`src/logic/rv_defs.svh`:
```
`ifndef RV_DEFS_SVH
`define RV_DEFS_SVH

// architectural widths of the rv64i core
`define RV_XLEN   64
`define RV_REG_AW 5
`define RV_CSR_AW 12
`define RV_INST_W 32

`endif

```
`src/logic/pipe_ctrl_pkg.sv`:
```
package pipe_ctrl_pkg;

  typedef enum logic [4:0] {
    ALU_NONE = 5'd0,
    ALU_ADD, ALU_SUB, ALU_XOR, ALU_OR, ALU_AND,
    ALU_SLL, ALU_SRL, ALU_SRA, ALU_SLLW, ALU_SRLW, ALU_SRAW,
    ALU_SLT, ALU_SLTU,
    ALU_BEQ, ALU_BNE, ALU_BLT, ALU_BGE, ALU_BLTU, ALU_BGEU
  } alu_op_e;

  // execute class, also used for the load-use check
  typedef enum logic [3:0] {
    EXC_NONE = 4'd0,
    EXC_AUIPC, EXC_LUI, EXC_JAL, EXC_JALR, EXC_LOAD, EXC_STORE, EXC_BRANCH,
    EXC_OPIMM, EXC_OPIMM32, EXC_OP, EXC_OP32, EXC_CSR, EXC_EBREAK
  } exc_op_e;

  typedef enum logic [3:0] {
    MEM_NONE = 4'd0,
    MEM_LB, MEM_LBU, MEM_LH, MEM_LHU, MEM_LW, MEM_LWU, MEM_LD,
    MEM_SB, MEM_SH, MEM_SW, MEM_SD
  } mem_op_e;

  typedef enum logic [2:0] {
    PC_INC4 = 3'd0,
    PC_BRANCH, PC_JAL, PC_JALR, PC_TRAP
  } pc_op_e;

  typedef enum logic [2:0] {
    CSR_NONE = 3'd0,
    CSR_READ, CSR_WRITE, CSR_SET, CSR_CLEAR
  } csr_op_e;

  typedef struct packed {
    logic ecall;
    logic ebreak;
    logic mret;
  } trap_flags_t;

endpackage

```
`src/logic/rv_isa_pkg.sv`:
```
package rv_isa_pkg;

  // field layouts of one 32-bit instruction word
  typedef struct packed {
    logic [6:0] funct7;
    logic [4:0] rs2;
    logic [4:0] rs1;
    logic [2:0] funct3;
    logic [4:0] rd;
    logic [6:0] opcode;
  } rv_r_fmt_t;

  typedef struct packed {
    logic [11:0] imm11_0;
    logic [4:0]  rs1;
    logic [2:0]  funct3;
    logic [4:0]  rd;
    logic [6:0]  opcode;
  } rv_i_fmt_t;

  typedef struct packed {
    logic [6:0] imm11_5;
    logic [4:0] rs2;
    logic [4:0] rs1;
    logic [2:0] funct3;
    logic [4:0] imm4_0;
    logic [6:0] opcode;
  } rv_s_fmt_t;

  typedef struct packed {
    logic       imm12;
    logic [5:0] imm10_5;
    logic [4:0] rs2;
    logic [4:0] rs1;
    logic [2:0] funct3;
    logic [3:0] imm4_1;
    logic       imm11;
    logic [6:0] opcode;
  } rv_b_fmt_t;

  typedef struct packed {
    logic [19:0] imm31_12;
    logic [4:0]  rd;
    logic [6:0]  opcode;
  } rv_u_fmt_t;

  typedef struct packed {
    logic       imm20;
    logic [9:0] imm10_1;
    logic       imm11;
    logic [7:0] imm19_12;
    logic [4:0] rd;
    logic [6:0] opcode;
  } rv_j_fmt_t;

  typedef union packed {
    rv_r_fmt_t r;
    rv_i_fmt_t i;
    rv_s_fmt_t s;
    rv_b_fmt_t b;
    rv_u_fmt_t u;
    rv_j_fmt_t j;
  } rv_inst_u;

  // major opcodes kept by this decoder
  localparam logic [6:0] OPC_LOAD     = 7'b0000011;
  localparam logic [6:0] OPC_STORE    = 7'b0100011;
  localparam logic [6:0] OPC_BRANCH   = 7'b1100011;
  localparam logic [6:0] OPC_JALR     = 7'b1100111;
  localparam logic [6:0] OPC_JAL      = 7'b1101111;
  localparam logic [6:0] OPC_OP_IMM   = 7'b0010011;
  localparam logic [6:0] OPC_OP       = 7'b0110011;
  localparam logic [6:0] OPC_OP_IMM32 = 7'b0011011;
  localparam logic [6:0] OPC_OP32     = 7'b0111011;
  localparam logic [6:0] OPC_AUIPC    = 7'b0010111;
  localparam logic [6:0] OPC_LUI      = 7'b0110111;
  localparam logic [6:0] OPC_SYSTEM   = 7'b1110011;

  typedef enum logic [3:0] {
    GRP_NONE, GRP_LOAD, GRP_STORE, GRP_BRANCH, GRP_JALR, GRP_JAL, GRP_OP_IMM,
    GRP_OP, GRP_OP_IMM32, GRP_OP32, GRP_AUIPC, GRP_LUI, GRP_SYSTEM
  } rv_opgrp_e;

  typedef enum logic [2:0] {
    FMT_NONE, FMT_R, FMT_I, FMT_S, FMT_B, FMT_U, FMT_J
  } rv_fmt_e;

endpackage
```
`src/logic/ctrl_encode.sv`:
```
`timescale 1ns/1ns

module ctrl_encode import rv_isa_pkg::*, pipe_ctrl_pkg::*; (
  input  rv_inst_u     inst_i,
  input  rv_opgrp_e    opgrp_i,
  input  logic         csr_access_i,
  output alu_op_e      alu_op_o,
  output exc_op_e      exc_op_o,
  output mem_op_e      mem_op_o,
  output pc_op_e       pc_op_o,
  output csr_op_e      csr_op_o,
  output trap_flags_t  trap_o
);

  logic [2:0]  f3;
  logic [6:0]  f7;
  logic        sys_plain;
  logic        is_ecall;
  logic        is_ebreak;
  logic        is_mret;

  assign f3 = inst_i.r.funct3;
  assign f7 = inst_i.r.funct7;

  // privileged ops share funct3 000 and differ in the 12-bit field
  assign sys_plain = (opgrp_i == GRP_SYSTEM) && (f3 == 3'b000);
  assign is_ecall  = sys_plain && (inst_i.i.imm11_0 == 12'h000);
  assign is_ebreak = sys_plain && (inst_i.i.imm11_0 == 12'h001);
  assign is_mret   = sys_plain && (inst_i.i.imm11_0 == 12'h302);

  always_comb begin
    alu_op_o = ALU_NONE;
    case (opgrp_i)
      GRP_LOAD, GRP_STORE, GRP_JAL, GRP_JALR, GRP_AUIPC, GRP_LUI: alu_op_o = ALU_ADD;
      GRP_SYSTEM: if (csr_access_i) alu_op_o = ALU_ADD;
      GRP_BRANCH: begin
        case (f3)
          3'b000: alu_op_o = ALU_BEQ;
          3'b001: alu_op_o = ALU_BNE;
          3'b100: alu_op_o = ALU_BLT;
          3'b101: alu_op_o = ALU_BGE;
          3'b110: alu_op_o = ALU_BLTU;
          3'b111: alu_op_o = ALU_BGEU;
          default: alu_op_o = ALU_NONE;
        endcase
      end
      GRP_OP_IMM: begin
        case (f3)
          3'b000: alu_op_o = ALU_ADD;
          3'b010: alu_op_o = ALU_SLT;
          3'b011: alu_op_o = ALU_SLTU;
          3'b100: alu_op_o = ALU_XOR;
          3'b110: alu_op_o = ALU_OR;
          3'b111: alu_op_o = ALU_AND;
          // 6-bit shamt leaves only funct7[6:1] as opcode
          3'b001: if (f7[6:1] == 6'b000000) alu_op_o = ALU_SLL;
          3'b101: begin
            if (f7[6:1] == 6'b000000) alu_op_o = ALU_SRL;
            else if (f7[6:1] == 6'b010000) alu_op_o = ALU_SRA;
          end
          default: alu_op_o = ALU_NONE;
        endcase
      end
      GRP_OP: begin
        case ({f7, f3})
          {7'b0000000, 3'b000}: alu_op_o = ALU_ADD;
          {7'b0100000, 3'b000}: alu_op_o = ALU_SUB;
          {7'b0000000, 3'b001}: alu_op_o = ALU_SLL;
          {7'b0000000, 3'b010}: alu_op_o = ALU_SLT;
          {7'b0000000, 3'b011}: alu_op_o = ALU_SLTU;
          {7'b0000000, 3'b100}: alu_op_o = ALU_XOR;
          {7'b0000000, 3'b101}: alu_op_o = ALU_SRL;
          {7'b0100000, 3'b101}: alu_op_o = ALU_SRA;
          {7'b0000000, 3'b110}: alu_op_o = ALU_OR;
          {7'b0000000, 3'b111}: alu_op_o = ALU_AND;
          default: alu_op_o = ALU_NONE;
        endcase
      end
      GRP_OP_IMM32, GRP_OP32: begin
        // execute sign-extends the word result
        case ({f7, f3})
          {7'b0000000, 3'b001}: alu_op_o = ALU_SLLW;
          {7'b0000000, 3'b101}: alu_op_o = ALU_SRLW;
          {7'b0100000, 3'b101}: alu_op_o = ALU_SRAW;
          {7'b0100000, 3'b000}: begin
            if (opgrp_i == GRP_OP32) alu_op_o = ALU_SUB;
            else alu_op_o = ALU_ADD;
          end
          default: if (f3 == 3'b000 && (opgrp_i == GRP_OP_IMM32 || f7 == 7'b0))
                     alu_op_o = ALU_ADD;
        endcase
      end
      default: alu_op_o = ALU_NONE;
    endcase
  end

  always_comb begin
    case (opgrp_i)
      GRP_AUIPC:    exc_op_o = EXC_AUIPC;
      GRP_LUI:      exc_op_o = EXC_LUI;
      GRP_JAL:      exc_op_o = EXC_JAL;
      GRP_JALR:     exc_op_o = EXC_JALR;
      GRP_LOAD:     exc_op_o = EXC_LOAD;
      GRP_STORE:    exc_op_o = EXC_STORE;
      GRP_BRANCH:   exc_op_o = EXC_BRANCH;
      GRP_OP_IMM:   exc_op_o = EXC_OPIMM;
      GRP_OP_IMM32: exc_op_o = EXC_OPIMM32;
      GRP_OP:       exc_op_o = EXC_OP;
      GRP_OP32:     exc_op_o = EXC_OP32;
      GRP_SYSTEM:   exc_op_o = csr_access_i ? EXC_CSR : (is_ebreak ? EXC_EBREAK : EXC_NONE);
      default:      exc_op_o = EXC_NONE;
    endcase
  end

  always_comb begin
    mem_op_o = MEM_NONE;
    if (opgrp_i == GRP_LOAD) begin
      case (f3)
        3'b000: mem_op_o = MEM_LB;
        3'b001: mem_op_o = MEM_LH;
        3'b010: mem_op_o = MEM_LW;
        3'b011: mem_op_o = MEM_LD;
        3'b100: mem_op_o = MEM_LBU;
        3'b101: mem_op_o = MEM_LHU;
        3'b110: mem_op_o = MEM_LWU;
        default: mem_op_o = MEM_NONE;
      endcase
    end else if (opgrp_i == GRP_STORE) begin
      case (f3)
        3'b000: mem_op_o = MEM_SB;
        3'b001: mem_op_o = MEM_SH;
        3'b010: mem_op_o = MEM_SW;
        3'b011: mem_op_o = MEM_SD;
        default: mem_op_o = MEM_NONE;
      endcase
    end
  end

  always_comb begin
    if (opgrp_i == GRP_BRANCH) pc_op_o = PC_BRANCH;
    else if (opgrp_i == GRP_JAL) pc_op_o = PC_JAL;
    else if (opgrp_i == GRP_JALR) pc_op_o = PC_JALR;
    else if (is_ecall || is_mret) pc_op_o = PC_TRAP;
    else pc_op_o = PC_INC4;
  end

  // set/clear with x0 or uimm 0 only reads the csr
  always_comb begin
    csr_op_o = CSR_NONE;
    if (csr_access_i) begin
      if (f3[1] && inst_i.i.rs1 == '0) csr_op_o = CSR_READ;
      else if (f3[1:0] == 2'b01) csr_op_o = CSR_WRITE;
      else if (f3[1:0] == 2'b10) csr_op_o = CSR_SET;
      else csr_op_o = CSR_CLEAR;
    end
  end

  assign trap_o.ecall  = is_ecall;
  assign trap_o.ebreak = is_ebreak;
  assign trap_o.mret   = is_mret;

endmodule

```
`src/logic/id_ex_reg.sv`:
```
`timescale 1ns/1ns
`include "rv_defs.svh"

module id_ex_reg import pipe_ctrl_pkg::*; (
  input  logic                  clk_i,
  input  logic                  reset_i,
  input  logic                  stall_i,
  input  logic [`RV_REG_AW-1:0] rs1_idx_i,
  input  logic [`RV_REG_AW-1:0] rs2_idx_i,
  input  logic [`RV_REG_AW-1:0] rd_idx_i,
  input  logic [`RV_CSR_AW-1:0] csr_idx_i,
  input  logic [`RV_XLEN-1:0]   rs1_data_i,
  input  logic [`RV_XLEN-1:0]   rs2_data_i,
  input  logic [`RV_XLEN-1:0]   imm_i,
  input  logic [`RV_XLEN-1:0]   csr_imm_i,
  input  logic                  csr_imm_valid_i,
  input  logic [`RV_XLEN-1:0]   csr_data_i,
  input  alu_op_e               alu_op_i,
  input  exc_op_e               exc_op_i,
  input  mem_op_e               mem_op_i,
  input  pc_op_e                pc_op_i,
  input  csr_op_e               csr_op_i,
  input  trap_flags_t           trap_i,
  output logic [`RV_REG_AW-1:0] id_ex_rs1_idx_o,
  output logic [`RV_REG_AW-1:0] id_ex_rs2_idx_o,
  output logic [`RV_REG_AW-1:0] id_ex_rd_idx_o,
  output logic [`RV_CSR_AW-1:0] id_ex_csr_idx_o,
  output logic [`RV_XLEN-1:0]   id_ex_rs1_data_o,
  output logic [`RV_XLEN-1:0]   id_ex_rs2_data_o,
  output logic [`RV_XLEN-1:0]   id_ex_imm_o,
  output logic [`RV_XLEN-1:0]   id_ex_csr_imm_o,
  output logic                  id_ex_csr_imm_valid_o,
  output logic [`RV_XLEN-1:0]   id_ex_csr_data_o,
  output alu_op_e               id_ex_alu_op_o,
  output exc_op_e               id_ex_exc_op_o,
  output mem_op_e               id_ex_mem_op_o,
  output pc_op_e                id_ex_pc_op_o,
  output csr_op_e               id_ex_csr_op_o,
  output trap_flags_t           id_ex_trap_o
);

  // control fields, bubble on reset or stall
  always_ff @(posedge clk_i) begin
    if (reset_i || stall_i) begin
      id_ex_rs1_idx_o       <= '0;
      id_ex_rs2_idx_o       <= '0;
      id_ex_rd_idx_o        <= '0;
      id_ex_csr_idx_o       <= '0;
      id_ex_imm_o           <= '0;
      id_ex_csr_imm_o       <= '0;
      id_ex_csr_imm_valid_o <= 1'b0;
      id_ex_alu_op_o        <= ALU_NONE;
      id_ex_exc_op_o        <= EXC_NONE;
      id_ex_mem_op_o        <= MEM_NONE;
      id_ex_pc_op_o         <= PC_INC4;
      id_ex_csr_op_o        <= CSR_NONE;
      id_ex_trap_o          <= '0;
    end else begin
      id_ex_rs1_idx_o       <= rs1_idx_i;
      id_ex_rs2_idx_o       <= rs2_idx_i;
      id_ex_rd_idx_o        <= rd_idx_i;
      id_ex_csr_idx_o       <= csr_idx_i;
      id_ex_imm_o           <= imm_i;
      id_ex_csr_imm_o       <= csr_imm_i;
      id_ex_csr_imm_valid_o <= csr_imm_valid_i;
      id_ex_alu_op_o        <= alu_op_i;
      id_ex_exc_op_o        <= exc_op_i;
      id_ex_mem_op_o        <= mem_op_i;
      id_ex_pc_op_o         <= pc_op_i;
      id_ex_csr_op_o        <= csr_op_i;
      id_ex_trap_o          <= trap_i;
    end
  end

  // operand data, qualified by the control fields downstream
  always_ff @(posedge clk_i) begin
    id_ex_rs1_data_o <= rs1_data_i;
    id_ex_rs2_data_o <= rs2_data_i;
    id_ex_csr_data_o <= csr_data_i;
  end

endmodule

```
`src/logic/id_stage.sv`:
```
`timescale 1ns/1ns
`include "rv_defs.svh"

module id_stage import rv_isa_pkg::*, pipe_ctrl_pkg::*; (
  input  logic                  clk_i,
  input  logic                  reset_i,
  input  rv_inst_u              inst_i,
  input  logic [`RV_XLEN-1:0]   rs1_data_i,
  input  logic [`RV_XLEN-1:0]   rs2_data_i,
  input  logic [`RV_XLEN-1:0]   csr_data_i,
  input  logic [`RV_REG_AW-1:0] ex_rd_addr_i,
  input  logic [`RV_XLEN-1:0]   ex_rd_data_i,
  input  logic [`RV_REG_AW-1:0] mem_rd_addr_i,
  input  logic [`RV_XLEN-1:0]   mem_rd_data_i,
  output logic [`RV_REG_AW-1:0] rs1_idx_o,
  output logic [`RV_REG_AW-1:0] rs2_idx_o,
  output logic                  stall_o,
  output logic [`RV_REG_AW-1:0] id_ex_rs1_idx_o,
  output logic [`RV_REG_AW-1:0] id_ex_rs2_idx_o,
  output logic [`RV_REG_AW-1:0] id_ex_rd_idx_o,
  output logic [`RV_CSR_AW-1:0] id_ex_csr_idx_o,
  output logic [`RV_XLEN-1:0]   id_ex_rs1_data_o,
  output logic [`RV_XLEN-1:0]   id_ex_rs2_data_o,
  output logic [`RV_XLEN-1:0]   id_ex_imm_o,
  output logic [`RV_XLEN-1:0]   id_ex_csr_imm_o,
  output logic                  id_ex_csr_imm_valid_o,
  output logic [`RV_XLEN-1:0]   id_ex_csr_data_o,
  output alu_op_e               id_ex_alu_op_o,
  output exc_op_e               id_ex_exc_op_o,
  output mem_op_e               id_ex_mem_op_o,
  output pc_op_e                id_ex_pc_op_o,
  output csr_op_e               id_ex_csr_op_o,
  output trap_flags_t           id_ex_trap_o
);

  rv_opgrp_e              opgrp;
  rv_fmt_e                fmt;
  logic [`RV_REG_AW-1:0]  rd_idx;
  logic [`RV_CSR_AW-1:0]  csr_idx;
  logic                   csr_imm_valid;
  logic                   csr_access;
  logic [`RV_XLEN-1:0]    imm;
  logic [`RV_XLEN-1:0]    csr_imm;
  logic [`RV_XLEN-1:0]    rs1_fwd;
  logic [`RV_XLEN-1:0]    rs2_fwd;
  alu_op_e                alu_op;
  exc_op_e                exc_op;
  mem_op_e                mem_op;
  pc_op_e                 pc_op;
  csr_op_e                csr_op;
  trap_flags_t            trap;

  opcode_classify classify0 (
    .inst_i          (inst_i),
    .opgrp_o         (opgrp),
    .fmt_o           (fmt),
    .rs1_idx_o       (rs1_idx_o),
    .rs2_idx_o       (rs2_idx_o),
    .rd_idx_o        (rd_idx),
    .csr_idx_o       (csr_idx),
    .csr_imm_valid_o (csr_imm_valid),
    .csr_access_o    (csr_access)
  );

  imm_gen imm0 (
    .inst_i    (inst_i),
    .fmt_i     (fmt),
    .imm_o     (imm),
    .csr_imm_o (csr_imm)
  );

  ctrl_encode ctrl0 (
    .inst_i       (inst_i),
    .opgrp_i      (opgrp),
    .csr_access_i (csr_access),
    .alu_op_o     (alu_op),
    .exc_op_o     (exc_op),
    .mem_op_o     (mem_op),
    .pc_op_o      (pc_op),
    .csr_op_o     (csr_op),
    .trap_o       (trap)
  );

  // previous instruction class comes back from the stage register
  operand_bypass bypass0 (
    .rs1_idx_i     (rs1_idx_o),
    .rs2_idx_i     (rs2_idx_o),
    .rs1_data_i    (rs1_data_i),
    .rs2_data_i    (rs2_data_i),
    .ex_rd_addr_i  (ex_rd_addr_i),
    .ex_rd_data_i  (ex_rd_data_i),
    .mem_rd_addr_i (mem_rd_addr_i),
    .mem_rd_data_i (mem_rd_data_i),
    .prev_exc_op_i (id_ex_exc_op_o),
    .rs1_fwd_o     (rs1_fwd),
    .rs2_fwd_o     (rs2_fwd),
    .stall_o       (stall_o)
  );

  id_ex_reg id_ex0 (
    .clk_i                 (clk_i),
    .reset_i               (reset_i),
    .stall_i               (stall_o),
    .rs1_idx_i             (rs1_idx_o),
    .rs2_idx_i             (rs2_idx_o),
    .rd_idx_i              (rd_idx),
    .csr_idx_i             (csr_idx),
    .rs1_data_i            (rs1_fwd),
    .rs2_data_i            (rs2_fwd),
    .imm_i                 (imm),
    .csr_imm_i             (csr_imm),
    .csr_imm_valid_i       (csr_imm_valid),
    .csr_data_i            (csr_data_i),
    .alu_op_i              (alu_op),
    .exc_op_i              (exc_op),
    .mem_op_i              (mem_op),
    .pc_op_i               (pc_op),
    .csr_op_i              (csr_op),
    .trap_i                (trap),
    .id_ex_rs1_idx_o       (id_ex_rs1_idx_o),
    .id_ex_rs2_idx_o       (id_ex_rs2_idx_o),
    .id_ex_rd_idx_o        (id_ex_rd_idx_o),
    .id_ex_csr_idx_o       (id_ex_csr_idx_o),
    .id_ex_rs1_data_o      (id_ex_rs1_data_o),
    .id_ex_rs2_data_o      (id_ex_rs2_data_o),
    .id_ex_imm_o           (id_ex_imm_o),
    .id_ex_csr_imm_o       (id_ex_csr_imm_o),
    .id_ex_csr_imm_valid_o (id_ex_csr_imm_valid_o),
    .id_ex_csr_data_o      (id_ex_csr_data_o),
    .id_ex_alu_op_o        (id_ex_alu_op_o),
    .id_ex_exc_op_o        (id_ex_exc_op_o),
    .id_ex_mem_op_o        (id_ex_mem_op_o),
    .id_ex_pc_op_o         (id_ex_pc_op_o),
    .id_ex_csr_op_o        (id_ex_csr_op_o),
    .id_ex_trap_o          (id_ex_trap_o)
  );

endmodule

```
`src/logic/imm_gen.sv`:
```
`timescale 1ns/1ns
`include "rv_defs.svh"

module imm_gen import rv_isa_pkg::*; (
  input  rv_inst_u              inst_i,
  input  rv_fmt_e               fmt_i,
  output logic [`RV_XLEN-1:0]   imm_o,
  output logic [`RV_XLEN-1:0]   csr_imm_o
);

  always_comb begin
    case (fmt_i)
      FMT_I: imm_o = {{(`RV_XLEN-12){inst_i.i.imm11_0[11]}}, inst_i.i.imm11_0};
      FMT_S: imm_o = {{(`RV_XLEN-12){inst_i.s.imm11_5[6]}}, inst_i.s.imm11_5,
                      inst_i.s.imm4_0};
      FMT_B: imm_o = {{(`RV_XLEN-12){inst_i.b.imm12}}, inst_i.b.imm11,
                      inst_i.b.imm10_5, inst_i.b.imm4_1, 1'b0};
      // upper 20 bits land at 31:12 then sign-extend past the word
      FMT_U: imm_o = {{(`RV_XLEN-`RV_INST_W){inst_i.u.imm31_12[19]}},
                      inst_i.u.imm31_12, 12'b0};
      FMT_J: imm_o = {{(`RV_XLEN-20){inst_i.j.imm20}}, inst_i.j.imm19_12,
                      inst_i.j.imm11, inst_i.j.imm10_1, 1'b0};
      default: imm_o = '0;
    endcase
  end

  // uimm for csrr*i, zero-extended
  assign csr_imm_o = {{(`RV_XLEN-5){1'b0}}, inst_i.i.rs1};

endmodule

```
`src/logic/opcode_classify.sv`:
```
`timescale 1ns/1ns
`include "rv_defs.svh"

module opcode_classify import rv_isa_pkg::*; (
  input  rv_inst_u               inst_i,
  output rv_opgrp_e              opgrp_o,
  output rv_fmt_e                fmt_o,
  output logic [`RV_REG_AW-1:0]  rs1_idx_o,
  output logic [`RV_REG_AW-1:0]  rs2_idx_o,
  output logic [`RV_REG_AW-1:0]  rd_idx_o,
  output logic [`RV_CSR_AW-1:0]  csr_idx_o,
  output logic                   csr_imm_valid_o,
  output logic                   csr_access_o
);

  logic need_rs1;
  logic need_rs2;
  logic need_rd;

  always_comb begin
    case (inst_i.r.opcode)
      OPC_LOAD:     opgrp_o = GRP_LOAD;
      OPC_STORE:    opgrp_o = GRP_STORE;
      OPC_BRANCH:   opgrp_o = GRP_BRANCH;
      OPC_JALR:     opgrp_o = GRP_JALR;
      OPC_JAL:      opgrp_o = GRP_JAL;
      OPC_OP_IMM:   opgrp_o = GRP_OP_IMM;
      OPC_OP:       opgrp_o = GRP_OP;
      OPC_OP_IMM32: opgrp_o = GRP_OP_IMM32;
      OPC_OP32:     opgrp_o = GRP_OP32;
      OPC_AUIPC:    opgrp_o = GRP_AUIPC;
      OPC_LUI:      opgrp_o = GRP_LUI;
      OPC_SYSTEM:   opgrp_o = GRP_SYSTEM;
      default:      opgrp_o = GRP_NONE;
    endcase
  end

  always_comb begin
    case (opgrp_o)
      GRP_OP, GRP_OP32: fmt_o = FMT_R;
      GRP_LOAD, GRP_OP_IMM, GRP_OP_IMM32, GRP_JALR, GRP_SYSTEM: fmt_o = FMT_I;
      GRP_STORE:          fmt_o = FMT_S;
      GRP_BRANCH:         fmt_o = FMT_B;
      GRP_AUIPC, GRP_LUI: fmt_o = FMT_U;
      GRP_JAL:            fmt_o = FMT_J;
      default:            fmt_o = FMT_NONE;
    endcase
  end

  // funct3 000 is ecall/ebreak/mret, 100 is unused in system
  assign csr_access_o = (opgrp_o == GRP_SYSTEM) && (inst_i.i.funct3[1:0] != 2'b00);
  // csrr*i forms carry uimm in the rs1 slot
  assign csr_imm_valid_o = csr_access_o && inst_i.i.funct3[2];

  assign need_rs1 = (fmt_o inside {FMT_R, FMT_I, FMT_S, FMT_B}) && !csr_imm_valid_o;
  assign need_rs2 = fmt_o inside {FMT_R, FMT_S, FMT_B};
  assign need_rd  = fmt_o inside {FMT_R, FMT_I, FMT_U, FMT_J};

  assign rs1_idx_o = need_rs1 ? inst_i.r.rs1 : '0;
  assign rs2_idx_o = need_rs2 ? inst_i.r.rs2 : '0;
  assign rd_idx_o  = need_rd  ? inst_i.r.rd  : '0;
  assign csr_idx_o = csr_access_o ? inst_i.i.imm11_0 : '0;

endmodule

```
`src/logic/operand_bypass.sv`:
```
`timescale 1ns/1ns
`include "rv_defs.svh"

module operand_bypass import pipe_ctrl_pkg::*; (
  input  logic [`RV_REG_AW-1:0] rs1_idx_i,
  input  logic [`RV_REG_AW-1:0] rs2_idx_i,
  input  logic [`RV_XLEN-1:0]   rs1_data_i,
  input  logic [`RV_XLEN-1:0]   rs2_data_i,
  input  logic [`RV_REG_AW-1:0] ex_rd_addr_i,
  input  logic [`RV_XLEN-1:0]   ex_rd_data_i,
  input  logic [`RV_REG_AW-1:0] mem_rd_addr_i,
  input  logic [`RV_XLEN-1:0]   mem_rd_data_i,
  input  exc_op_e               prev_exc_op_i,
  output logic [`RV_XLEN-1:0]   rs1_fwd_o,
  output logic [`RV_XLEN-1:0]   rs2_fwd_o,
  output logic                  stall_o
);

  logic rs1_ex_hit;
  logic rs2_ex_hit;
  logic rs1_mem_hit;
  logic rs2_mem_hit;

  // x0 is hardwired, never forward into it
  assign rs1_ex_hit  = (rs1_idx_i != '0) && (rs1_idx_i == ex_rd_addr_i);
  assign rs2_ex_hit  = (rs2_idx_i != '0) && (rs2_idx_i == ex_rd_addr_i);
  assign rs1_mem_hit = (rs1_idx_i != '0) && (rs1_idx_i == mem_rd_addr_i);
  assign rs2_mem_hit = (rs2_idx_i != '0) && (rs2_idx_i == mem_rd_addr_i);

  // ex over mem over regfile
  assign rs1_fwd_o = rs1_ex_hit ? ex_rd_data_i : (rs1_mem_hit ? mem_rd_data_i : rs1_data_i);
  assign rs2_fwd_o = rs2_ex_hit ? ex_rd_data_i : (rs2_mem_hit ? mem_rd_data_i : rs2_data_i);

  // load data not ready until mem, hold decode one cycle
  assign stall_o = (prev_exc_op_i == EXC_LOAD) && (rs1_ex_hit || rs2_ex_hit);

endmodule

```
`config.mk`:
```
export PLATFORM = sky130hd
export DESIGN_NAME = id_stage
export DESIGN_NICKNAME = d
export VERILOG_FILES = /design/src/logic/pipe_ctrl_pkg.sv /design/src/logic/rv_isa_pkg.sv /design/src/logic/ctrl_encode.sv /design/src/logic/id_ex_reg.sv /design/src/logic/id_stage.sv /design/src/logic/imm_gen.sv /design/src/logic/opcode_classify.sv /design/src/logic/operand_bypass.sv
export VERILOG_INCLUDE_DIRS = /design/src /design/src/logic
export SDC_FILE = /design/constraint.sdc
export NUM_CORES = 1
export LEC_CHECK = 0
export CORE_AREA = 4 4 292 294
export CTS_CLUSTER_DIAMETER = 150
export CTS_CLUSTER_SIZE = 24
export DETAILED_ROUTE_END_ITERATION = 8
export DIE_AREA = 0 0 296 298
export DONT_BUFFER_PORTS = 1
export PLACE_DENSITY = 0.36
export SLEW_MARGIN = 15
export SYNTH_ARGS = -nofsm -noshare
export SYNTH_HDL_FRONTEND = slang
export SYNTH_SLANG_ARGS = --single-unit
```
`constraint.sdc`:
```
create_clock -name clk_i -period 10.18 [get_ports clk_i]
set_clock_uncertainty 0.1 [all_clocks]
set_input_delay 1.018 -clock clk_i [delete_from_list [all_inputs] [get_ports clk_i]]
set_output_delay 1.018 -clock clk_i [all_outputs]
set_load 0.01 [all_outputs]
```
### After elaboration in Yosys (flattened, before gate mapping)

Memory sizes are Yosys's and may differ from the RTL's.
Cells that the tools add are included.

| storage, ports and cells | value |
|---|---|
| bits in registers | 370 |
| bits in read-only memories | 48 |
| word-level logic and storage cells | 154 |
| memories | 1 |

Memories:

| memory | depth | bits a word | read ports | clocked after Yosys merged registers in | wr ports | line | RTL |
|---|---|---|---|---|---|---|---|
| (no name shown) | 16 | 3 | 1 | 0 | 0 | opcode_classify.sv:39 | `case (opgrp_o)` |

| cells by class | value |
|---|---|
| equal/unequal tests | 56 |
| muxes and demuxes | 33 |
| bitwise operators | 2 |
| reduce and logical (&&, ||, !) cells | 39 |

Operators by type and width:

| cell | number |
|---|---|
| 64-bit case mux with 5 select lines | 1 |
| 64-bit two-way mux | 4 |
| 4-bit case mux with 12 select lines | 2 |
| 5-bit case mux with 6 select lines | 2 |
| 10-bit by 3-bit == test with 1-bit output (second input constant) | 4 |
| 4-bit case mux with 10 select lines | 1 |
| 5-bit case mux with 8 select lines | 1 |
| 7-bit by 6-bit == test with 1-bit output (second input constant) | 4 |
| 7-bit == test (second input constant) | 4 |
| 3-bit == test (second input constant) | 7 |
| 7-bit by 5-bit == test with 1-bit output (second input constant) | 3 |
| 3-bit case mux with 7 select lines | 1 |
| 10-bit by 2-bit == test with 1-bit output (second input constant) | 2 |
| 10-bit by 9-bit == test with 1-bit output (second input constant) | 2 |
| 4-bit by 3-bit == test with 1-bit output (second input constant) | 5 |
| 4-bit == test (second input constant) | 5 |
| 5-bit == test | 4 |
| 4-bit two-way mux | 5 |
| 5-bit case mux with 4 select lines | 1 |
| 4-bit case mux with 4 select lines | 1 |
| 5-bit two-way mux | 3 |
| 1-bit logical AND | 14 |
| 12-bit by 1-bit == test with 1-bit output (second input constant) | 1 |
| 12-bit by 10-bit == test with 1-bit output (second input constant) | 1 |
| other kinds (29) | 52 |

### Depth between registers and ports, before layout

Gate-level depths: netlist of the first run.

| logic depth | value |
|---|---|
| word-level depth | 14 |
| mapped depth | 19 |
| mapped depth without buffers | 14 |

### Hierarchy

A second synthesis of the first run with hierarchy kept.

| second synthesis, totals | value |
|---|---|
| cells, all modules | 1658 |
| area, all modules | 16151.7 um^2 |

By module, submodules not included:

| module | times used | cells each | area an instance (um^2) | sequential area each (um^2) |
|---|---|---|---|---|
| id_ex_reg | 1 | 588 | 9728.1 | 7407.1 |
| operand_bypass | 1 | 646 | 3515.9 | 0.0 |
| imm_gen | 1 | 187 | 1383.8 | 0.0 |
| ctrl_encode | 1 | 143 | 873.3 | 0.0 |
| opcode_classify | 1 | 94 | 650.6 | 0.0 |

### Worst setup path before layout of the first run

OpenSTA, ideal clock, no wires.

| timing path | value |
|---|---|
| path type | input -> output |
| start | input inst_i[6] in the netlist's numbering |
| end | output stall_o |
| data arrival time | 3.663 ns |
| data required time | 9.062 ns |
| setup slack | 5.399 ns |
| stages on the path | 16 |
| path buffers | 3 |
| cells stage by stage | buf_2 > nor2b_1 > a21oi_1 > nor2_1 > o21ai_0 > a21oi_1 > inv_1 > ha_1 > clkbuf_1 > a21oi_1 > and3_1 > a221oi_4 > nand3_1 > a21o_1 > a21oi_1 > buf_2 |

| between the ends | value |
|---|---|
| longest elaborated chain between the ends | 12 |
| elaborated cells between the ends (all ways) | 35 |
| those cells by class | eq/ne: 19; mux: 3; reduce/logical: 12; memory: 1 |

Ends and longest elaborated chain:

| what | line | RTL |
|---|---|---|
| from (decl) | id_stage.sv:7 | `input rv_inst_u inst_i,` |
| 7-bit == test (tied with other cells) | opcode_classify.sv:21 | `case (inst_i.r.opcode)` |
| 4-bit case mux with 12 select lines (*) | opcode_classify.sv:21 |  |
| parallel branches: the longest is 8 deep, another holds memory read 16 x 3 bit | -- |  |
| 1-bit logical OR (*) | operand_bypass.sv:35 | `assign stall_o = (prev_exc_op_i == EXC_LOAD) && (rs1_ex_hit \|\| rs2_ex_hit);` |
| 1-bit logical AND (*) | operand_bypass.sv:35 |  |
| to (decl) | id_stage.sv:17 | `output logic stall_o,` |

Every way passes the cells marked *.

### Final worst setup path of the first run

| timing path | value |
|---|---|
| start | input inst_i[2] in the netlist's numbering |
| end | output stall_o |

Same word-level chain as after synthesis.

==> results.ini, run 1 <==
[setup_path]
cp-start-kind = input port
r2r_cells = 5
path_max_fanout = 61
rr_endpoint = id_ex0.id_ex_imm_o[4]
r2r_setup_slack_ns = 7.62
path_class = in -> out
arrival_ns = 4.67
r2r_start = id_ex0.id_ex_exc_op_o[0]
end_kind = output pin
cp.required_ns = 9.06

[logic_synthesis]
yosysSeqAreaShare_pct = 49.0
yosys-top-cells-area = dfxtp_1 (49%), nand2_1 (7.5%), a21oi_1 (7.2%)
synth_edf_count = 0
ys_ff_latch = 279
yosysWarnings = 0
synth_most_common_cell = dfxtp_1
netlist.area_leader.share_pct = 49.0
ys.flop_type = dfxtp_1
netlist_instances = 1357
synth_cell_types = 68
synthTopCellsByCount = dfxtp_1 (279), nand2_1 (229), nor2_1 (176)
synth_area_um2 = 11400
syn_avg_cell_area_um2 = 8.40
ys_async_sr_fraction_pct = 0
yosysTopAreaCell = dfxtp_1

[power]
p_clk_share_pct = 34.7
vdd_drop_max_mv = 0.107
p_sw_share_pct = 28.1
power.density_nw_per_um2 = 165
cell_internal_pwr_uw = 1490
leakagePower_uw = 0.00477
p_comb_share_pct = 6.6
p_sw_uw = 582
sequentialPowerShare_pct = 58.8

[routing]
wire_per_inst_um = 24.5
drt-total-wl_um = 57800
drtIter0Drc = 901
antenna_left = 0
vias = 9528
drcViolationCount = 0
dr.pass1.iters = 6
via_per_inst = 4.04

[clocking]
clockBufferDepth = 3
postCtsSetupBuffers = 0
cts_resized = 0
cts-root-buf = clkbuf_16
cts-hold-fix-buffers = 0
clk-insertion-delay-late_ns = 0.57
htreeDepth = 1
path_clk_slew_ns = 0.09
clock_sinks = 279
tritoncts = built
numCtsBuffers = 16

[flow_run]
cap_violations = 0

[sta]
tns_ns = 0
fmax_ghz = 0.173
tightest_slew_ns = 1.31
rsz0062_at_grt = false
hold_violations = 0
relSlewSlack_pct = 11.1
setup_viol = 0
drv_slew = 0
finalCritPeriodShare_pct = 56.9
whs_ns = 0.379
min_period_ns = 5.79

[global_route]
antenna_found_initial = 12
grt_overflow = 0
grt_pass1_vias = 9022
track_usage_pct = 12.1
grt_first_pass_wirelength_um = 76900
grt_max_degree = 70

[worst_hold_path]
min_from = csr_data_i[51]
whs_endpoint = id_ex0.id_ex_csr_data_o[51]
hp-class = in -> reg
hold_depth = 0

[die]
dieHeight_um = 298
io_pins = 745
die-area_um2 = 88200
core_um2 = 82900
rows = 106
die_w_um = 296
start_util_pct = 13.8

[run_status]
status = completed

[placement]
gp_congestion = 0.879
numPortBuffers = 0
dpl.cell_count = 2330
placed_area_um2 = 12100
dpl.hpwl_um = 45200

[layout]
fin_cells = 2357
synthToLayoutAreaGrowth_pct = 10.1
nNetsFinal = 1646
stdcell_area_um2 = 12500
drive_above_1_share_pct = 4.95

through the flow:
step                total power, uW  util (%)  worst slack, ns
detailed placement             1380      14.6             4.39
floorplan                      1350         -             5.40
finish                         2070      15.1             4.39
global route                   2180      15.1             4.13
global placement               1380      14.6             4.40
CTS                            2120      15.1             4.39
routing by layer:
metal | global-route usage [%] | up-vias | part of all wire (%) | wire [um]
met5 | 0 | - | 0 | 0
met4 | 3.53 | 0 | 2.0 | 1180
met3 | 3.76 | 54 | 9.8 | 5670
met2 | 20.6 | 589 | 49 | 28100
met1 | 14.6 | 4638 | 40 | 22900
li1 | - | 4247 | - | -
worst max-delay path: stages:
cell     delay, ns
nor2_1        0.19
a21oi_1       0.10
nor2_1        0.10
o21ai_0       0.10
a21oi_1       0.32
inv_1         0.14
ha_1          0.33
a21oi_1       0.20
and3_1        0.24
a221o_1       0.45
nand3_1       0.33
a21o_4        0.49
a21oi_1       0.37
buf_4         0.28
layout by cell type (no fill, tap or decap), types with 7 or more instances in the layout:
cell type and instances:
o21ai_0 17, xnor2_1 11, nor2b_1 13, inv_1 9, nor3_1 23, nand3_1 12, nand4_1 7, and3_1 17
and2_1 29, xor2_1 8, nand2_1 229, a31oi_1 70, conb_1 59, nor4b_1 7, or3_1 7, ha_1 13
clkbuf_16 16, dfxtp_1 278, a21oi_1 165, buf_4 14, a22oi_1 7, nor2_1 176
cell families after synthesis:
logic type,count (synthesis),share of synthesized area [%]
AOI/OAI and AO/OA,311,17.0
xor gates and xnor gates,19,1.46
adders and majority gates,13,1.43
buffers and inverters,188,9.75
DFF,279,49.0
muxes,5,0.505
other,1,0.0329
and+or+nand+nor,541,20.8
state kept, by name (all words and copies together), names as in the netlist:
signal / flops
id_ex0.id_ex_alu_op_o: 5
id_ex0.id_ex_csr_data_o: 64
id_ex0.id_ex_csr_idx_o: 12
id_ex0.id_ex_csr_imm_o: 5
id_ex0.id_ex_csr_imm_valid_o: 1
id_ex0.id_ex_csr_op_o: 3
id_ex0.id_ex_exc_op_o: 4
id_ex0.id_ex_imm_o: 32
id_ex0.id_ex_mem_op_o: 4
id_ex0.id_ex_pc_op_o: 3
id_ex0.id_ex_rd_idx_o: 5
id_ex0.id_ex_rs1_data_o: 64
id_ex0.id_ex_rs1_idx_o: 5
id_ex0.id_ex_rs2_data_o: 64
id_ex0.id_ex_rs2_idx_o: 5
id_ex0.id_ex_trap_o: 3
cell type report:
type,instances,area [um^2]
Timing Repair Buffer,15,116
Clock inverter,5,58.8
Inverter,9,33.8
Antenna cell,5,12.5
Multi-Input combinational cell,948,4990
Tap cell,1080,1350
Sequential cell,279,5590
Fill cell,9390,70300
Clock buffer,16,400
power by group through the flow:
| stage | logic (uW) | registers [uW] | clock network (uW) |
|---|---|---|---|
| floorplan | 131 | 1220 | 0 |
| global route | 153 | 1220 | 797 |
| CTS | 137 | 1220 | 761 |
| finish | 137 | 1220 | 719 |
| global placement | 136 | 1250 | 0 |
| detailed placement | 137 | 1250 | 0 |
worst max path at each step:
stage / end / slack, ns / cells after the start / start
2_1_floorplan: stall_o / 5.40 / 16 / inst_i[6]
3_3_place_gp: stall_o / 4.40 / 14 / inst_i[2]
3_5_place_dp: stall_o / 4.39 / 14 / inst_i[2]
4_1_cts: stall_o / 4.39 / 14 / inst_i[2]
5_1_grt: stall_o / 4.13 / 14 / inst_i[2]
6_report: stall_o / 4.39 / 14 / inst_i[2]
Note: power is estimated with default switching activity, not from simulation.
==> run 2, diff against run 1 <==
- PLACE_DENSITY: 0.36 -> 0.37
- clock period: 10.18 -> 5 ns (I/O delays scaled with it)
==> run 2 against run 1 <==
Clock-buffer cell count is 2 higher. Routed wire length is 5.4% higher. Power is 120% higher. First-iteration DRC count is 7.5% lower. Sequential power is 100% higher. Critical path depth stayed put. Non-clock buffer count is 361 higher. Setup slack worse by 3.9 ns. Via count is 18% higher. Hold slack worse by 0.33 ns. Critical endpoint unchanged. Largest cell class unchanged.
==> results.ini, run 2 (synthesized netlist as in run 1, its figures left out) <==
[run_status]
status = completed

[power]
p_clk_share_pct = 32.7
p_comb_share_pct = 11.9
sequentialPowerShare_pct = 55.4
power.density_nw_per_um2 = 277
vdd_drop_max_mv = 0.209
cell_internal_pwr_uw = 3260
p_sw_uw = 1230
leakagePower_uw = 0.00632
p_sw_share_pct = 27.3

[clocking]
path_clk_slew_ns = 0.08
clk-insertion-delay-late_ns = 0.54
cts-hold-fix-buffers = 338
postCtsSetupBuffers = 0
clock_sinks = 279
htreeDepth = 1
cts-root-buf = clkbuf_16
clockBufferDepth = 3
numCtsBuffers = 16
tritoncts = built
cts_resized = 0

[layout]
nNetsFinal = 2007
fill_cells = 9112
final_common_cell = dlygate4sd3_1
final_cell_mix = dlygate4sd3_1 (339), dfxtp_1 (278), nand2_1 (229)
multi_input_area_um2 = 4980
drive_above_1_share_pct = 5.14
reg_top3 = id_ex0.id_ex_csr_data_o (64), id_ex0.id_ex_rs1_data_o (64), id_ex0.id_ex_rs2_data_o (64)
ff_latch_area_um2 = 5590
synthToLayoutAreaGrowth_pct = 41.9

[sta]
relSlewSlack_pct = 34.3
tightest_slew_ns = 0.990
rsz0062_at_grt = false
setup_viol = 0
whs_ns = 0.0493
drv_slew = 0
tns_ns = 0
min_period_ns = 4.51
fmax_ghz = 0.222
hold_violations = 0
finalCritPeriodShare_pct = 90.1

[setup_path]
cp_slowest_cell = a221o_1
r2r_start = id_ex0.id_ex_exc_op_o[1]
end_kind = output pin
r2r_setup_slack_ns = 3.00
cp_cell_sequence = nor2b_1 -> a21oi_1 -> nor2_1 -> o21ai_0 -> a21oi_1 -> inv_1 -> ha_1 -> a21oi_1 -> and3_1 -> a221o_1 -> nand3_1 -> a21o_4 -> a21oi_1 -> buf_4
cp-start-kind = input port
path_delay_family = compound AO/OA/AOI/OAI gates
path_max_fanout = 13
max_stage_delay_ns = 0.46
cp.required_ns = 4.40
r2r_cells = 4
cp_common_cell = a21oi_1
path_buf_inv = 2
path_class = in -> out
rr_endpoint = id_ex0.id_ex_imm_o[0]
cp_num_cells = 14
arrival_ns = 3.91

[worst_hold_path]
whs_endpoint = id_ex0.id_ex_imm_o[1]
min_from = inst_i[8]
hp-class = in -> reg
hold_depth = 2

[die]
start_util_pct = 13.8
io_pins = 745
core_um2 = 82900
die_w_um = 296
dieHeight_um = 298
rows = 106
die-area_um2 = 88200

[routing]
drtIter0Drc = 833
drcViolationCount = 0
antenna_left = 0
vias = 11200
wire_per_inst_um = 22.4
via_per_inst = 4.14
dr.pass1.iters = 5
drt-total-wl_um = 60900

[global_route]
grt_overflow = 0
track_usage_pct = 12.7
antenna_found_initial = 5
grt_first_pass_wirelength_um = 82000
grt_pass1_vias = 10900
grt_max_degree = 67

[placement]
numPortBuffers = 0
gp_congestion = 0.919
dpl.hpwl_um = 45000

[flow_run]
cap_violations = 0

## run 2: changes by cell type in the layout (fill, tap and decap cells not counted), moves of 2 or more
cell | before | now
dlygate4sd3_1 | 0 | 339
inv_8 | 3 | 1
diode_2 | 5 | 2
buf_4 | 14 | 31
buf_12 | 0 | 6
## run 2: worst max path at each step
stage | to | start
final | stall_o | inst_i[4]
after global routing | stall_o | inst_i[2]
after CTS | stall_o | inst_i[4]
after detailed placement | id_ex0.id_ex_rs2_data_o[30] | inst_i[4]
after global placement | id_ex0.id_ex_rs2_data_o[10] | inst_i[2]
after floorplan | stall_o | inst_i[6]
## run 2: area by class of cell
class,instances,share of cell area (%)
sequential,279,34.5
multi-input combinational,948,30.8
timing repair buffer,376,23.2
tap,1080,8.35
clock buffer,18,2.65
clock inverter,4,0.255
inverter,9,0.209
antenna,2,0.0309
## run 2: power by group through the flow
stage | Clock [uW] | Combinational, uW | Sequential [uW]
after detailed placement | 0 | 284 | 2530
final | 1460 | 535 | 2480
after floorplan | 0 | 268 | 2480
after global routing | 1620 | 577 | 2490
after global placement | 0 | 281 | 2540
after CTS | 1560 | 526 | 2480
## run 2: routing by layer
layer	track usage [%]	vias to the layer above	share of wire, %
li1	-	4971	-
met1	15.0	5446	39
met2	21.4	736	47
met3	4.72	88	12
met4	3.66	0	2.8
met5	0	-	0
## run 2: through the flow
step	instances	utilization (%)	setup slack [ns]	total power (uW)	instance area (um^2)
4_1_cts	2713	19.5	0.532	4570	16200
6_report	2716	19.5	0.495	4480	16200
5_1_grt	2714	19.5	0.259	4690	16200
3_5_place_dp	2353	14.8	0.523	2820	12300
2_1_floorplan	1415	-	1.26	2750	11600
3_3_place_gp	2353	14.8	0.600	2820	12300
==> run 3, diff against run 2 <==
- GPL_ROUTABILITY_DRIVEN: default -> 0
- PLACE_DENSITY: 0.37 -> 0.36
- SLEW_MARGIN: 15 -> default
==> run 3 against run 2 <==
Highest routed layer unchanged. Critical path depth unchanged. Clock power about the same. Final cell count down 0.77%. Maximum frequency up 2.1%. Register-to-register slack better by 0.06 ns. Non-clock buffer count down 23. Sequential power about the same. Core utilization down 0.28 points. Setup slack better by 0.093 ns.
==> results.ini, run 3 (synthesized netlist as in run 1, its figures left out) <==
[run_status]
status = completed

[sta]
drv_slew = 0
fmax_ghz = 0.227
hold_violations = 0
min_period_ns = 4.41
finalCritPeriodShare_pct = 88.2
rsz0062_at_grt = false
whs_ns = 0.0416
relSlewSlack_pct = 21.2
setup_viol = 0
tns_ns = 0
tightest_slew_ns = 1.18

[global_route]
grt_max_degree = 67
gr-max-usage-layer = met2
met3_usage_pct = 4.35
grt_pass1_vias = 10900
track_usage_pct = 13.1
grt_overflow = 0
grt_first_pass_wirelength_um = 84300
grt_use_met1_pct = 15.7
antenna_found_initial = 7
met2_usage_pct = 22.0

[layout]
reg_top3 = id_ex0.id_ex_csr_data_o (64), id_ex0.id_ex_rs1_data_o (64), id_ex0.id_ex_rs2_data_o (64)
nNetsFinal = 1984
final_common_cell = dlygate4sd3_1
utilization_pct = 19.2
final_cell_mix = dlygate4sd3_1 (316), dfxtp_1 (278), nand2_1 (229)
synthToLayoutAreaGrowth_pct = 39.9
drive_above_1_share_pct = 5.16
fill_cells = 9148

[power]
fin_total_pwr_uw = 4430
leakagePower_uw = 0.00623
vdd_drop_max_mv = 0.215
power.density_nw_per_um2 = 278

[die]
io_pins = 745
rows = 106
dieHeight_um = 298
core_um2 = 82900
die_w_um = 296
die-area_um2 = 88200
start_util_pct = 13.8

[clocking]
tritoncts = built
clockBufferDepth = 3
clock_sinks = 279
path_clk_slew_ns = 0.11
cts-root-buf = clkbuf_16
htreeDepth = 1
cts_resized = 0
numCtsBuffers = 16
clk-insertion-delay-late_ns = 0.56

[placement]
dpl.hpwl_um = 45300
numPortBuffers = 0

[worst_hold_path]
hp-class = in -> reg
hold_depth = 2

[routing]
drcViolationCount = 0
drt-total-wl_um = 62200
wire_per_inst_um = 23.1
dr.pass1.iters = 6
vias = 11000
via_per_inst = 4.08
drtIter0Drc = 866
antenna_left = 0

[setup_path]
path_class = in -> out
r2r_cells = 6
path_max_fanout = 16
end_kind = output pin
arrival_ns = 3.81
cp-start-kind = input port
cp.required_ns = 4.40

[flow_run]
cap_violations = 0

[run 3: changes by cell type in the layout (fill, tap and decap cells not counted)]
cell,delta
clkinv_2,-1
clkbuf_16,-1
clkbuf_1,-1
diode_2,+4
clkinv_4,-1
clkinv_8,+3
dlygate4sd3_1,-23
inv_12,-1
[run 3: critical path: stages]
cell	delay (ns)
nor2_1	0.16
a21oi_1	0.09
nor2_1	0.09
o21ai_0	0.09
a21oi_1	0.38
inv_1	0.15
ha_1	0.34
a21oi_1	0.16
and3_1	0.25
a221o_1	0.46
nand3_1	0.32
a21o_4	0.39
a21oi_1	0.18
buf_4	0.24
[run 3: what timing repair did]
action                                  CTS  global route
setup buffers                             0             0
endpoints found under the hold margin   239             1
hold buffers                            315             1
endpoints found under the setup margin    0             0
[run 3: layout make-up]
class,instances,area [um^2],share of cell area [%]
Antenna cell,6,15.0,0.0941
Clock buffer,16,400,2.51
Clock inverter,4,60.1,0.377
Inverter,9,33.8,0.212
Multi-Input combinational cell,948,4980,31.2
Sequential cell,279,5590,35.0
Tap cell,1080,1350,8.47
Timing Repair Buffer,353,3520,22.0
[run 3: per-layer routing]
metal	routed length, um	share of wire (%)
met1	24600	40
met2	29700	48
met3	6390	10
met4	1490	2.4
met5	0	0
[run 3: metrics by stage]
stage	instances	worst slack, ns	instance area, um^2
after global placement	2353	0.446	12300
final	2695	0.588	15900
after floorplan	1415	1.26	11600
after detailed placement	2353	0.472	12300
after CTS	2688	0.456	15900
after global routing	2693	0.106	15900
[run 3: final timing paths]
path	startpoint	to	slack, ns
worst max-delay path	inst_i[2]	stall_o	0.59
worst min-delay path	mem_rd_data_i[29]	id_ex0.id_ex_rs2_data_o[29]	0.04
worst max register to register	id_ex0.id_ex_exc_op_o[1]	id_ex0.id_ex_mem_op_o[0]	3.06
worst min register to register	id_ex0.id_ex_exc_op_o[0]	id_ex0.id_ex_csr_op_o[2]	0.84
[run 3: power by group]
part,internal (uW),total (uW),switching [uW]
clock,601,1430,832
combinational,274,519,245
sequential,2340,2480,144
